==> src/uart_pkg.sv <==
// Shared UART settings; BIT_TICKS must be even and at least 4, FIFO_DEPTH must be a power of two
`default_nettype none

package uart_pkg;

    ////////////////////
    // Frame format
    ////////////////////

    typedef logic [7:0] uart_byte_t;            // One data byte with the LSB sent first

    localparam int BYTE_BITS = 8;               // Data bits per frame

    localparam logic [1:0] PARITY_NONE = 2'd0;
    localparam logic [1:0] PARITY_EVEN = 2'd1;  // Parity bit makes the count of ones even
    localparam logic [1:0] PARITY_ODD  = 2'd2;

    localparam logic [1:0] PARITY_MODE = PARITY_EVEN;

    localparam int STOP_BITS = 1;               // 1 or 2

    ////////////////////
    // Bit timing
    ////////////////////

    typedef logic [15:0] tick_cnt_t;            // Bit-period counter

    localparam int BIT_TICKS      = 16;         // Clocks per serial bit
    localparam int HALF_BIT_TICKS = BIT_TICKS / 2;

    ////////////////////
    // Receive buffer
    ////////////////////

    typedef logic [3:0] fifo_cnt_t;             // Holds 0 .. FIFO_DEPTH

    localparam int FIFO_DEPTH = 8;

    // CTS drops here so frames already on the line still fit
    localparam int CTS_LIMIT = 6;

    localparam logic FLOW_CTRL_EN = 1'b1;       // RTS/CTS handshake on

endpackage

`default_nettype wire
==> src/uart_top.sv <==
// Serial port top; the peer should hold off sending while cts is low or bytes may be lost
`timescale 1ns/1ps
`default_nettype none

module uart_top
    import uart_pkg::*;
(
    input  wire             clk,
    input  wire             rst,
    // Serial peer
    input  wire             rx,
    input  wire             rts,
    output logic            tx,
    output logic            cts,
    // User transmit side
    input  wire uart_byte_t tx_data,
    input  wire             tx_valid,
    output logic            tx_ready,
    // User receive side
    input  wire             rx_read,
    output uart_byte_t      rx_data,
    output logic            rx_valid,
    output logic            rx_err,
    output logic            rx_overrun
);

    uart_byte_t rx_byte;    // Receiver to buffer
    logic       rx_push;

    uart_tx tx0 (
        .clk      (clk),
        .rst      (rst),
        .tx_data  (tx_data),
        .tx_valid (tx_valid),
        .tx_ready (tx_ready),
        .tx       (tx)
    );

    uart_rx rx0 (
        .clk     (clk),
        .rst     (rst),
        .rx      (rx),
        .rx_byte (rx_byte),
        .rx_push (rx_push),
        .rx_err  (rx_err)
    );

    rx_buffer buf0 (
        .clk        (clk),
        .rst        (rst),
        .rx_byte    (rx_byte),
        .rx_push    (rx_push),
        .rx_read    (rx_read),
        .rts        (rts),
        .rx_data    (rx_data),
        .rx_valid   (rx_valid),
        .rx_overrun (rx_overrun),
        .cts        (cts)
    );

endmodule

`default_nettype wire

==> src/rx_buffer.sv <==
// Show-ahead receive FIFO; rx_data is valid only while rx_valid is high and pushes when full are lost
`timescale 1ns/1ps
`default_nettype none

module rx_buffer
    import uart_pkg::*;
(
    input  wire             clk,
    input  wire             rst,
    input  wire uart_byte_t rx_byte,
    input  wire             rx_push,
    input  wire             rx_read,
    input  wire             rts,
    output uart_byte_t      rx_data,
    output logic            rx_valid,
    output logic            rx_overrun,
    output logic            cts
);

    uart_byte_t mem [FIFO_DEPTH];
    logic [$clog2(FIFO_DEPTH)-1:0] wr_ptr;
    logic [$clog2(FIFO_DEPTH)-1:0] rd_ptr;
    fifo_cnt_t  count;
    logic       full;
    logic       do_push;
    logic       do_pop;

    assign full     = (count == fifo_cnt_t'(FIFO_DEPTH));
    assign rx_valid = (count != '0);
    assign rx_data  = mem[rd_ptr];      // Oldest byte shown ahead
    assign do_push  = rx_push && !full;
    assign do_pop   = rx_read && rx_valid;

    always_ff @(posedge clk)
    begin
        if (do_push)
        begin
            mem[wr_ptr] <= rx_byte;
        end
    end

    always_ff @(posedge clk)
    begin
        if (rst)
        begin
            wr_ptr     <= '0;
            rd_ptr     <= '0;
            count      <= '0;
            rx_overrun <= 1'b0;
            cts        <= 1'b0;
        end
        else
        begin
            if (do_push)
            begin
                wr_ptr <= wr_ptr + 1'b1;    // Wraps at the power-of-two depth
            end
            if (do_pop)
            begin
                rd_ptr <= rd_ptr + 1'b1;
            end
            case ({do_push, do_pop})
                2'b10:   count <= count + 1'b1;
                2'b01:   count <= count - 1'b1;
                default: count <= count;
            endcase
            rx_overrun <= rx_push && full;  // One pulse per lost byte

            // Clear to send only with headroom left
            if (FLOW_CTRL_EN)
            begin
                cts <= rts && (count < fifo_cnt_t'(CTS_LIMIT));
            end
            else
            begin
                cts <= !full;
            end
        end
    end

endmodule

`default_nettype wire

==> src/uart_rx.sv <==
// Receives 8-bit frames; only the first stop bit is checked, bad frames give rx_err and no byte
`timescale 1ns/1ps
`default_nettype none

module uart_rx
    import uart_pkg::*;
(
    input  wire         clk,
    input  wire         rst,
    input  wire         rx,
    output uart_byte_t  rx_byte,
    output logic        rx_push,
    output logic        rx_err
);

    enum logic [2:0] {
        RX_IDLE,
        RX_START,
        RX_DATA,
        RX_PARITY,
        RX_STOP,
        RX_WAIT
    } state;

    logic       rx_meta;
    logic       rx_sync;
    tick_cnt_t  tick;
    logic [2:0] bit_idx;
    logic       par_acc;    // Running XOR of received data bits
    logic       par_err;
    logic       sample;     // Mid-bit point of a data, parity or stop bit

    assign sample = (tick == tick_cnt_t'(BIT_TICKS - 1));

    ////////////////////
    // Line synchronizer
    ////////////////////

    always_ff @(posedge clk)
    begin
        if (rst)
        begin
            rx_meta <= 1'b1;
            rx_sync <= 1'b1;
        end
        else
        begin
            rx_meta <= rx;
            rx_sync <= rx_meta;
        end
    end

    // Data bits shift in from the top, so bit 0 ends up as the first one sent
    always_ff @(posedge clk)
    begin
        if (state == RX_DATA && sample)
        begin
            rx_byte <= {rx_sync, rx_byte[7:1]};
        end
    end

    ////////////////////
    // Frame FSM
    ////////////////////

    always_ff @(posedge clk)
    begin
        if (rst)
        begin
            state   <= RX_IDLE;
            tick    <= '0;
            bit_idx <= '0;
            par_acc <= 1'b0;
            par_err <= 1'b0;
            rx_push <= 1'b0;
            rx_err  <= 1'b0;
        end
        else
        begin
            rx_push <= 1'b0;
            rx_err  <= 1'b0;
            tick    <= (sample || state == RX_IDLE) ? '0 : tick + 1'b1;

            case (state)
                RX_IDLE:
                begin
                    if (!rx_sync)
                    begin
                        state <= RX_START;      // Falling edge seen
                    end
                end
                RX_START:
                begin
                    if (tick == tick_cnt_t'(HALF_BIT_TICKS - 1))
                    begin
                        tick    <= '0;          // Later samples fall mid-bit
                        bit_idx <= '0;
                        par_acc <= 1'b0;
                        par_err <= 1'b0;
                        state   <= rx_sync ? RX_IDLE : RX_DATA;  // High here is a glitch
                    end
                end
                RX_DATA:
                begin
                    if (sample)
                    begin
                        par_acc <= par_acc ^ rx_sync;
                        bit_idx <= bit_idx + 3'd1;
                        if (bit_idx == 3'(BYTE_BITS - 1))
                        begin
                            state <= (PARITY_MODE != PARITY_NONE) ? RX_PARITY : RX_STOP;
                        end
                    end
                end
                RX_PARITY:
                begin
                    if (sample)
                    begin
                        // Even parity leaves no odd one out over data plus parity bit
                        par_err <= (par_acc ^ rx_sync) != (PARITY_MODE == PARITY_ODD);
                        state   <= RX_STOP;
                    end
                end
                RX_STOP:
                begin
                    if (sample)
                    begin
                        if (rx_sync && !par_err)
                        begin
                            rx_push <= 1'b1;
                        end
                        else
                        begin
                            rx_err <= 1'b1;     // Parity or framing error
                        end
                        state <= RX_WAIT;
                    end
                end
                RX_WAIT:
                begin
                    if (rx_sync)
                    begin
                        state <= RX_IDLE;       // Line back at mark
                    end
                end
                default:
                begin
                    state <= RX_IDLE;
                end
            endcase
        end
    end

endmodule

`default_nettype wire

==> src/uart_tx.sv <==
// Sends one frame per accepted byte; tx_data and tx_valid must be held until tx_ready takes them
`timescale 1ns/1ps
`default_nettype none

module uart_tx
    import uart_pkg::*;
(
    input  wire             clk,
    input  wire             rst,
    input  wire uart_byte_t tx_data,
    input  wire             tx_valid,
    output logic            tx_ready,
    output logic            tx
);

    enum logic [2:0] {
        TX_IDLE,
        TX_START,
        TX_DATA,
        TX_PARITY,
        TX_STOP
    } state;

    tick_cnt_t  tick;       // Clocks spent in the current bit
    logic [2:0] bit_idx;    // Data bit, or stop bit, being sent
    uart_byte_t data_q;
    logic       par_bit;
    logic       bit_end;

    assign tx_ready = (state == TX_IDLE);
    assign bit_end  = (tick == tick_cnt_t'(BIT_TICKS - 1));

    // Parity over the latched byte
    assign par_bit = (PARITY_MODE == PARITY_ODD) ? ~(^data_q) : ^data_q;

    always_ff @(posedge clk)
    begin
        if (tx_valid && tx_ready)
        begin
            data_q <= tx_data;      // Held for the whole frame
        end
    end

    ////////////////////
    // Frame FSM
    ////////////////////

    always_ff @(posedge clk)
    begin
        if (rst)
        begin
            state   <= TX_IDLE;
            tick    <= '0;
            bit_idx <= '0;
            tx      <= 1'b1;        // Line idles at mark
        end
        else
        begin
            if (state != TX_IDLE)
            begin
                tick <= bit_end ? '0 : tick + 1'b1;
            end

            case (state)
                TX_IDLE:
                begin
                    if (tx_valid)
                    begin
                        state <= TX_START;
                        tick  <= '0;
                        tx    <= 1'b0;          // Start bit
                    end
                end
                TX_START:
                begin
                    if (bit_end)
                    begin
                        bit_idx <= '0;
                        tx      <= data_q[0];
                        state   <= TX_DATA;
                    end
                end
                TX_DATA:
                begin
                    if (bit_end)
                    begin
                        if (bit_idx == 3'(BYTE_BITS - 1))
                        begin
                            bit_idx <= '0;
                            if (PARITY_MODE != PARITY_NONE)
                            begin
                                tx    <= par_bit;
                                state <= TX_PARITY;
                            end
                            else
                            begin
                                tx    <= 1'b1;
                                state <= TX_STOP;
                            end
                        end
                        else
                        begin
                            bit_idx <= bit_idx + 3'd1;
                            tx      <= data_q[bit_idx + 3'd1];  // Next bit going up from the LSB
                        end
                    end
                end
                TX_PARITY:
                begin
                    if (bit_end)
                    begin
                        tx    <= 1'b1;
                        state <= TX_STOP;
                    end
                end
                TX_STOP:
                begin
                    if (bit_end)
                    begin
                        if (bit_idx == 3'(STOP_BITS - 1))
                        begin
                            state <= TX_IDLE;   // tx_ready rises next cycle
                        end
                        else
                        begin
                            bit_idx <= bit_idx + 3'd1;
                        end
                    end
                end
                default:
                begin
                    state <= TX_IDLE;
                end
            endcase
        end
    end

endmodule

`default_nettype wire

==> config.mk <==
export PLATFORM = sky130hd
export DESIGN_NAME = uart_top
export DESIGN_NICKNAME = d
export VERILOG_FILES = /design/src/uart_pkg.sv /design/src/uart_top.sv /design/src/rx_buffer.sv /design/src/uart_rx.sv /design/src/uart_tx.sv
export SDC_FILE = /design/constraint.sdc
export NUM_CORES = 1
export LEC_CHECK = 0
export BUFFER_PORTS_ARGS = -buffer_cell sky130_fd_sc_hd__buf_2
export CORE_ASPECT_RATIO = 0.8
export CORE_UTILIZATION = 55
export DETAILED_ROUTE_END_ITERATION = 7
export GPL_TIMING_DRIVEN = 1
export HOLD_SLACK_MARGIN = 0.02
export PLACE_DENSITY_LB_ADDON = 0.15
export SLEW_MARGIN = 20
export SYNTH_ARGS = -nofsm -noshare
export SYNTH_HDL_FRONTEND = slang
export SYNTH_HIERARCHICAL = 1
export SYNTH_SLANG_ARGS = --single-unit
==> constraint.sdc <==
create_clock -name clk -period 3.24 [get_ports clk]
set_input_delay 0.486 -clock clk [delete_from_list [all_inputs] [get_ports clk]]
set_output_delay 0.486 -clock clk [all_outputs]
set_load 0.01 [all_outputs]
# Word-level counts from Yosys, hierarchy flattened
# Memory sizes are Yosys's and may differ from the RTL's. A register that Yosys moved wholly into a read port is not among the register bits.
# Index checks and enable logic that the tools add are counted.
[op_classes] eq_ne=32 n_addsub=8 n_lt_le_gt_ge=2 n_reduce_logical=28 muxes=52 bitwise_logic=3
[ops] cell="16-bit 2-to-1 mux" count=7
[ops] cell="3-bit 2-to-1 mux" count=23
[ops] cell="16-bit by 1-bit adder with 16-bit output (second input constant)" count=2
[ops] cell="16-bit by 4-bit == test with 1-bit output (second input constant)" count=2
[ops] cell="2-bit by 1-bit != test with 1-bit output (second input constant)" count=11
[ops] cell="3-bit case mux with 6 select lines" count=1
[ops] cell="16-bit by 3-bit == test with 1-bit output (second input constant)" count=1
[ops] cell="3-bit == test (second input constant)" count=5
[ops] cell="3-bit case mux with 5 select lines" count=1
[ops] cell="7-bit AND reduction" count=2
[ops] cell="3-bit by 1-bit adder with 3-bit output (second input constant)" count=4
[ops] cell="3-bit by 2-bit == test with 1-bit output (second input constant)" count=4
[ops] cell="1-bit 2-to-1 mux" count=12
[ops] cell="5-bit AND reduction" count=2
[ops] cell="3-bit zero test" count=3
[ops] cell="3-bit case mux with 3 select lines" count=1
[ops] cell="2-bit != test (second input constant)" count=4
[ops] cell="4-bit case mux with 2 select lines" count=1
[ops] cell="4-bit nonzero test" count=2
[ops] cell="8-bit XOR reduction" count=1
[ops] cell="1-bit logical AND" count=7
[ops] cell="3-bit by 1-bit == test with 1-bit output (second input constant)" count=2
[ops] cell="3-bit case mux with 2 select lines" count=1
[ops] cell="3-bit AND reduction" count=2
[ops] cell="other kinds (18)" count=24
[word_totals] wordCells=146 ff_bits=79 mem_count=1 mem_bits_rw=64 inputBits=14
[mem_list] name="buf0.mem" words=8 width=8 read_ports=1 rd_ports_with_merged_regs=1 write_ports=1 line="rx_buffer.sv:20" rtl="uart_byte_t mem [FIFO_DEPTH];"

# Longest topological paths before layout
[depth] word_depth=6 ltp_mapped=10 ltp_nobuf=10

# Cells and area by module
# The synthesis kept the hierarchy.
[modules_own_cells] mod="rx_buffer" n_inst=1 seq_area_each_um2=2222.1 area_each_um2=3186.8 cells_per_inst=173
[modules_own_cells] mod="uart_tx" n_inst=1 seq_area_each_um2=700.7 area_each_um2=1719.1 cells_per_inst=192
[modules_own_cells] mod="uart_rx" n_inst=1 seq_area_each_um2=800.8 area_each_um2=1592.8 cells_per_inst=161

# Worst setup path after synthesis
# OpenSTA, ideal clock, no wires.
[synth_timing] path_type="register to register" start="register buf0.count[2]" end="register buf0.count[2]" synth_period_minus_slack_ns=2.346 slack_ns=0.894 path_buffers=0 t_required_ns=3.169 path_stages_with_launch=11 setup_time_ns=0.071 arrival_time_ns=2.275 cell_sequence="dfxtp_1 > or4_4 > nand2_1 > inv_1 > ha_1 > xor2_1 > ha_1 > a21oi_1 > xor2_1 > or3_1 > a21oi_1"
[synth_via] elab_cells_between_ends=11
[synth_lines] element="start: declaration" line="rx_buffer.sv:23" rtl="fifo_cnt_t count;"
[synth_lines] element="start signal: assignment" line="rx_buffer.sv:63" rtl="2'b10: count <= count + 1'b1;"
[synth_lines] element="start signal: assignment" line="rx_buffer.sv:64" rtl="2'b01: count <= count - 1'b1;"
[synth_lines] element="start signal: assignment" line="rx_buffer.sv:65" rtl="default: count <= count;"
[synth_lines] element="4-bit nonzero test (*)" line="rx_buffer.sv:29" rtl="assign rx_valid = (count != '0);"
[synth_lines] element="via rx_valid" line="uart_top.sv:22" rtl="output logic rx_valid,"
[synth_lines] element="1-bit logical AND (*)" line="rx_buffer.sv:32" rtl="assign do_pop = rx_read && rx_valid;"
[synth_lines] element="via buf0.do_pop" line="rx_buffer.sv:26" rtl="logic do_pop;"
[synth_lines] element="2-bit by 1-bit == test with 1-bit output / 2-bit == test (equally long branches)" line="rx_buffer.sv:62" rtl="case ({do_push, do_pop})"
[synth_lines] element="4-bit case mux with 2 select lines / 2-bit nonzero test (equally long branches)"
# The timed path passes the listed nets; every way through them passes the cells marked *.
# A chain may end at the register's enable or synchronous reset.

==> results_dict.tcl <==
set metrics [dict create \
    power_mw 4.13 \
    p_int_mw 3.19 \
    yosys-mux-area-fraction_pct 9.66 \
    io_buffer_count 27 \
    clock-sinks 146 \
    hp-class "primary input to register" \
    cp-end-kind "primary output" \
    dieArea_um2 12300 \
    ys_seq_area_share_pct 57.3 \
    vias 4165 \
    crit_cells 3 \
    initial_core_util_pct 56.4 \
    crit_fanout 16 \
    setup_viol 0 \
    outcome "complete, no violations" \
    rsz0062_at_grt "false" \
    cp_top_family "flip-flops" \
    drtIter0Drc 304 \
    num-fill-cells 890 \
    cap_violations 0 \
    clk_pin_slew_worst_paths_ns 0.06 \
    period_share_pct 79.0 \
    netlist_instances 526 \
    synth_top_flop_cell "edfxtp_1" \
    avgSynthCellArea_um2 12.4 \
    clock_latency_ns 0.41 \
    syn_to_final_growth_pct 12.6 \
    worst_slew_pin_slew_ns 0.907 \
    p_comb_share_pct 5.5 \
    dr.pass1.iters 5 \
    holdBufCountCts 0 \
    viasPerCell 5.82 \
    cts_buffers 17 \
    grt_pass1_vias 3987 \
    grt_first_pass_wirelength_um 19100 \
    cts.repair.resized 0 \
    cp_slowest_cell "dfxtp_1" \
    clock_skew_ns 0.0135 \
    pin_count 28 \
    p_sw_uw 936 \
    syn_area_um2 6500 \
    required_ns 2.75 \
    antenna_found_initial 0 \
    wl_per_cell_um 16.1 \
    fin_crit_ns 2.56 \
    power_density_nw_per_um2 564 \
    synth-simple-area-share_pct 15.9 \
    die_width_um 124 \
    stdcell_count 716 \
    leakagePower_nw 2.50 \
    cts_tree "yes" \
    crit_arrival_ns 2.07 \
    synth_fa_ha_area_share_pct 2.31 \
    synth_edf_count 80 \
    grt_max_degree 29 \
    wl_um 11600 \
    dieHeight_um 99.2 \
    overflow 0 \
    post_route_cells_drive_above_1_share_pct 16.9 \
    finalNetCount 581 \
    pwr-share-clk_pct 45.9 \
    core_area_um2 11500 \
    worst_setup_path_start_kind "register" \
    post_cts_buffers 0 \
    ir_worst_vdd_uv 465 \
    synthArstFlopShare_pct 0 \
    drc_errors 0 \
    ys_ff_latch 146 \
    gp_congestion 0.804 \
    setup_tns_ns 0 \
    critPathBufInv 1 \
    track_usage_pct 20.6 \
    hold_violations 0 \
    cp_cell_sequence "mux4_1 -> mux2_2 -> buf_2" \
    fmax_mhz 391 \
    max_slew_margin_pct 39.0 \
    synth-compound-area-share_pct 7.43 \
    htree_num_levels 4 \
    dp_cells 684 \
    path_class "register to primary output" \
    synth_nets 552 \
    cpPeakStageDelay_ns 0.79 \
    root_buffer "clkbuf_16" \
    post_synth_xor_area_fraction_pct 4.31 \
    seqPwrFrac_pct 48.6 \
    whs_path_depth 1 \
    layout_commonest_cell "edfxtp_1" \
    switching_share_pct 22.7 \
    ant_nets 0 \
    num_rows 35 \
    fin_hold_ws_ns 0.251 \
    synth_top_family_by_area "simple AND/OR/NAND/NOR gates" \
    final_cell_mix "80 x edfxtp_1, 66 x dfxtp_1, 51 x nor2_1" \
    hpwlAfterDp_um 7410 \
    clk_path_buf_depth 2 \
    ys_types 61 \
    yosys_warnings 6 \
    r2r_cells 9 \
    slew_violations 0 \
    n_antenna_cell 0 \
]
[synthesized netlist by cell type (all sizes together), types with 2 or more instances]
library cell	instances	area, um^2
nand3b	2	15.0
a311oi	11	96.3
xor2	17	149
nor4	12	109
and2	2	12.5
or3	3	18.8
nor2	51	191
edfxtp	80	2400
or2	5	31.3
inv	13	48.8
nand2b	9	56.3
a211oi	3	22.5
a22oi	3	22.5
clkbuf	10	37.5
nand3	21	118
dfxtp	66	1320
o31ai	2	15.0
mux2	10	113
a31oi	3	18.8
nor3b	3	22.5
nor2b	4	25.0
and4	3	26.3
o21ai	17	85.1
buf	16	115
ha	12	150
nor3	23	120
a21oi	27	135
o22ai	2	12.5
mux4	18	465
nand2	29	119
mux2i	5	50.1
nand4	11	75.1
and3	5	32.5
xnor2	15	131
[logic make-up after synthesis]
family	Yosys count
buffers and inverters	39
DFF	146
and+or+nand+nor	189
AOI/OAI and AO/OA	75
adders and majority gates	12
xor gates and xnor gates	32
muxes	33
[cell type report]
cell class | count | area (um^2) | share of cell area, %
Timing Repair Buffer | 36 | 203 | 2.77
Clock inverter | 15 | 158 | 2.15
Multi-Input combinational cell | 341 | 2570 | 35.2
Inverter | 13 | 48.8 | 0.667
Clock buffer | 17 | 425 | 5.81
Sequential cell | 146 | 3720 | 50.9
Tap cell | 148 | 185 | 2.53
[through the flow]
stage	setup WS, ns	area [um^2]	util [%]
after floorplan	0.894	6500	-
after global placement	0.828	6730	58.5
after detailed placement	0.702	6730	58.5
after CTS	0.644	7320	63.5
after global routing	0.536	7320	63.5
final	0.682	7320	63.5
[metal layers]
metal  global-route usage (%)  vias to the layer above  wire, um
met1                     26.8                     2048      5460
met3                     5.22                        8       326
li1                         -                     2049         -
met5                        0                        -         0
met4                     6.77                        0        71
met2                     33.6                       60      5700
[sequential cells by signal, summed over array words and instances (netlist names), 4 cells and up, named ones only]
register and cells:
tx0/data_q 8, buf0/count 4, buf0/mem 64, rx0/tick 16, rx0/rx_byte 8, tx0/tick 16
[final timing paths]
kind | from | end | slack (ns)
worst max-delay path | register | rx_data[7] | 0.68
worst min-delay path | tx_data[5] | tx0/data_q[5]$_DFFE_PP_ | 0.25
worst min register to register | rx0/rx_meta$_SDFF_PP1_ | rx0/rx_sync$_SDFF_PP1_ | 0.41
worst max register to register | buf0/count[0]$_SDFFE_PP0P_ | buf0/count[2]$_SDFFE_PP0P_ | 0.69
[power by group through the flow]
| stage | sequential, mW | combinational [mW] | clock (mW) |
|---|---|---|---|
| floorplan | 2.02 | 0.212 | 0 |
| global placement | 2.04 | 0.219 | 0 |
| detailed placement | 2.05 | 0.227 | 0 |
| CTS | 2.01 | 0.228 | 1.94 |
| global route | 2.01 | 0.252 | 2.02 |
| finish | 2.01 | 0.228 | 1.89 |
Power figures use the tool's default switching activity.
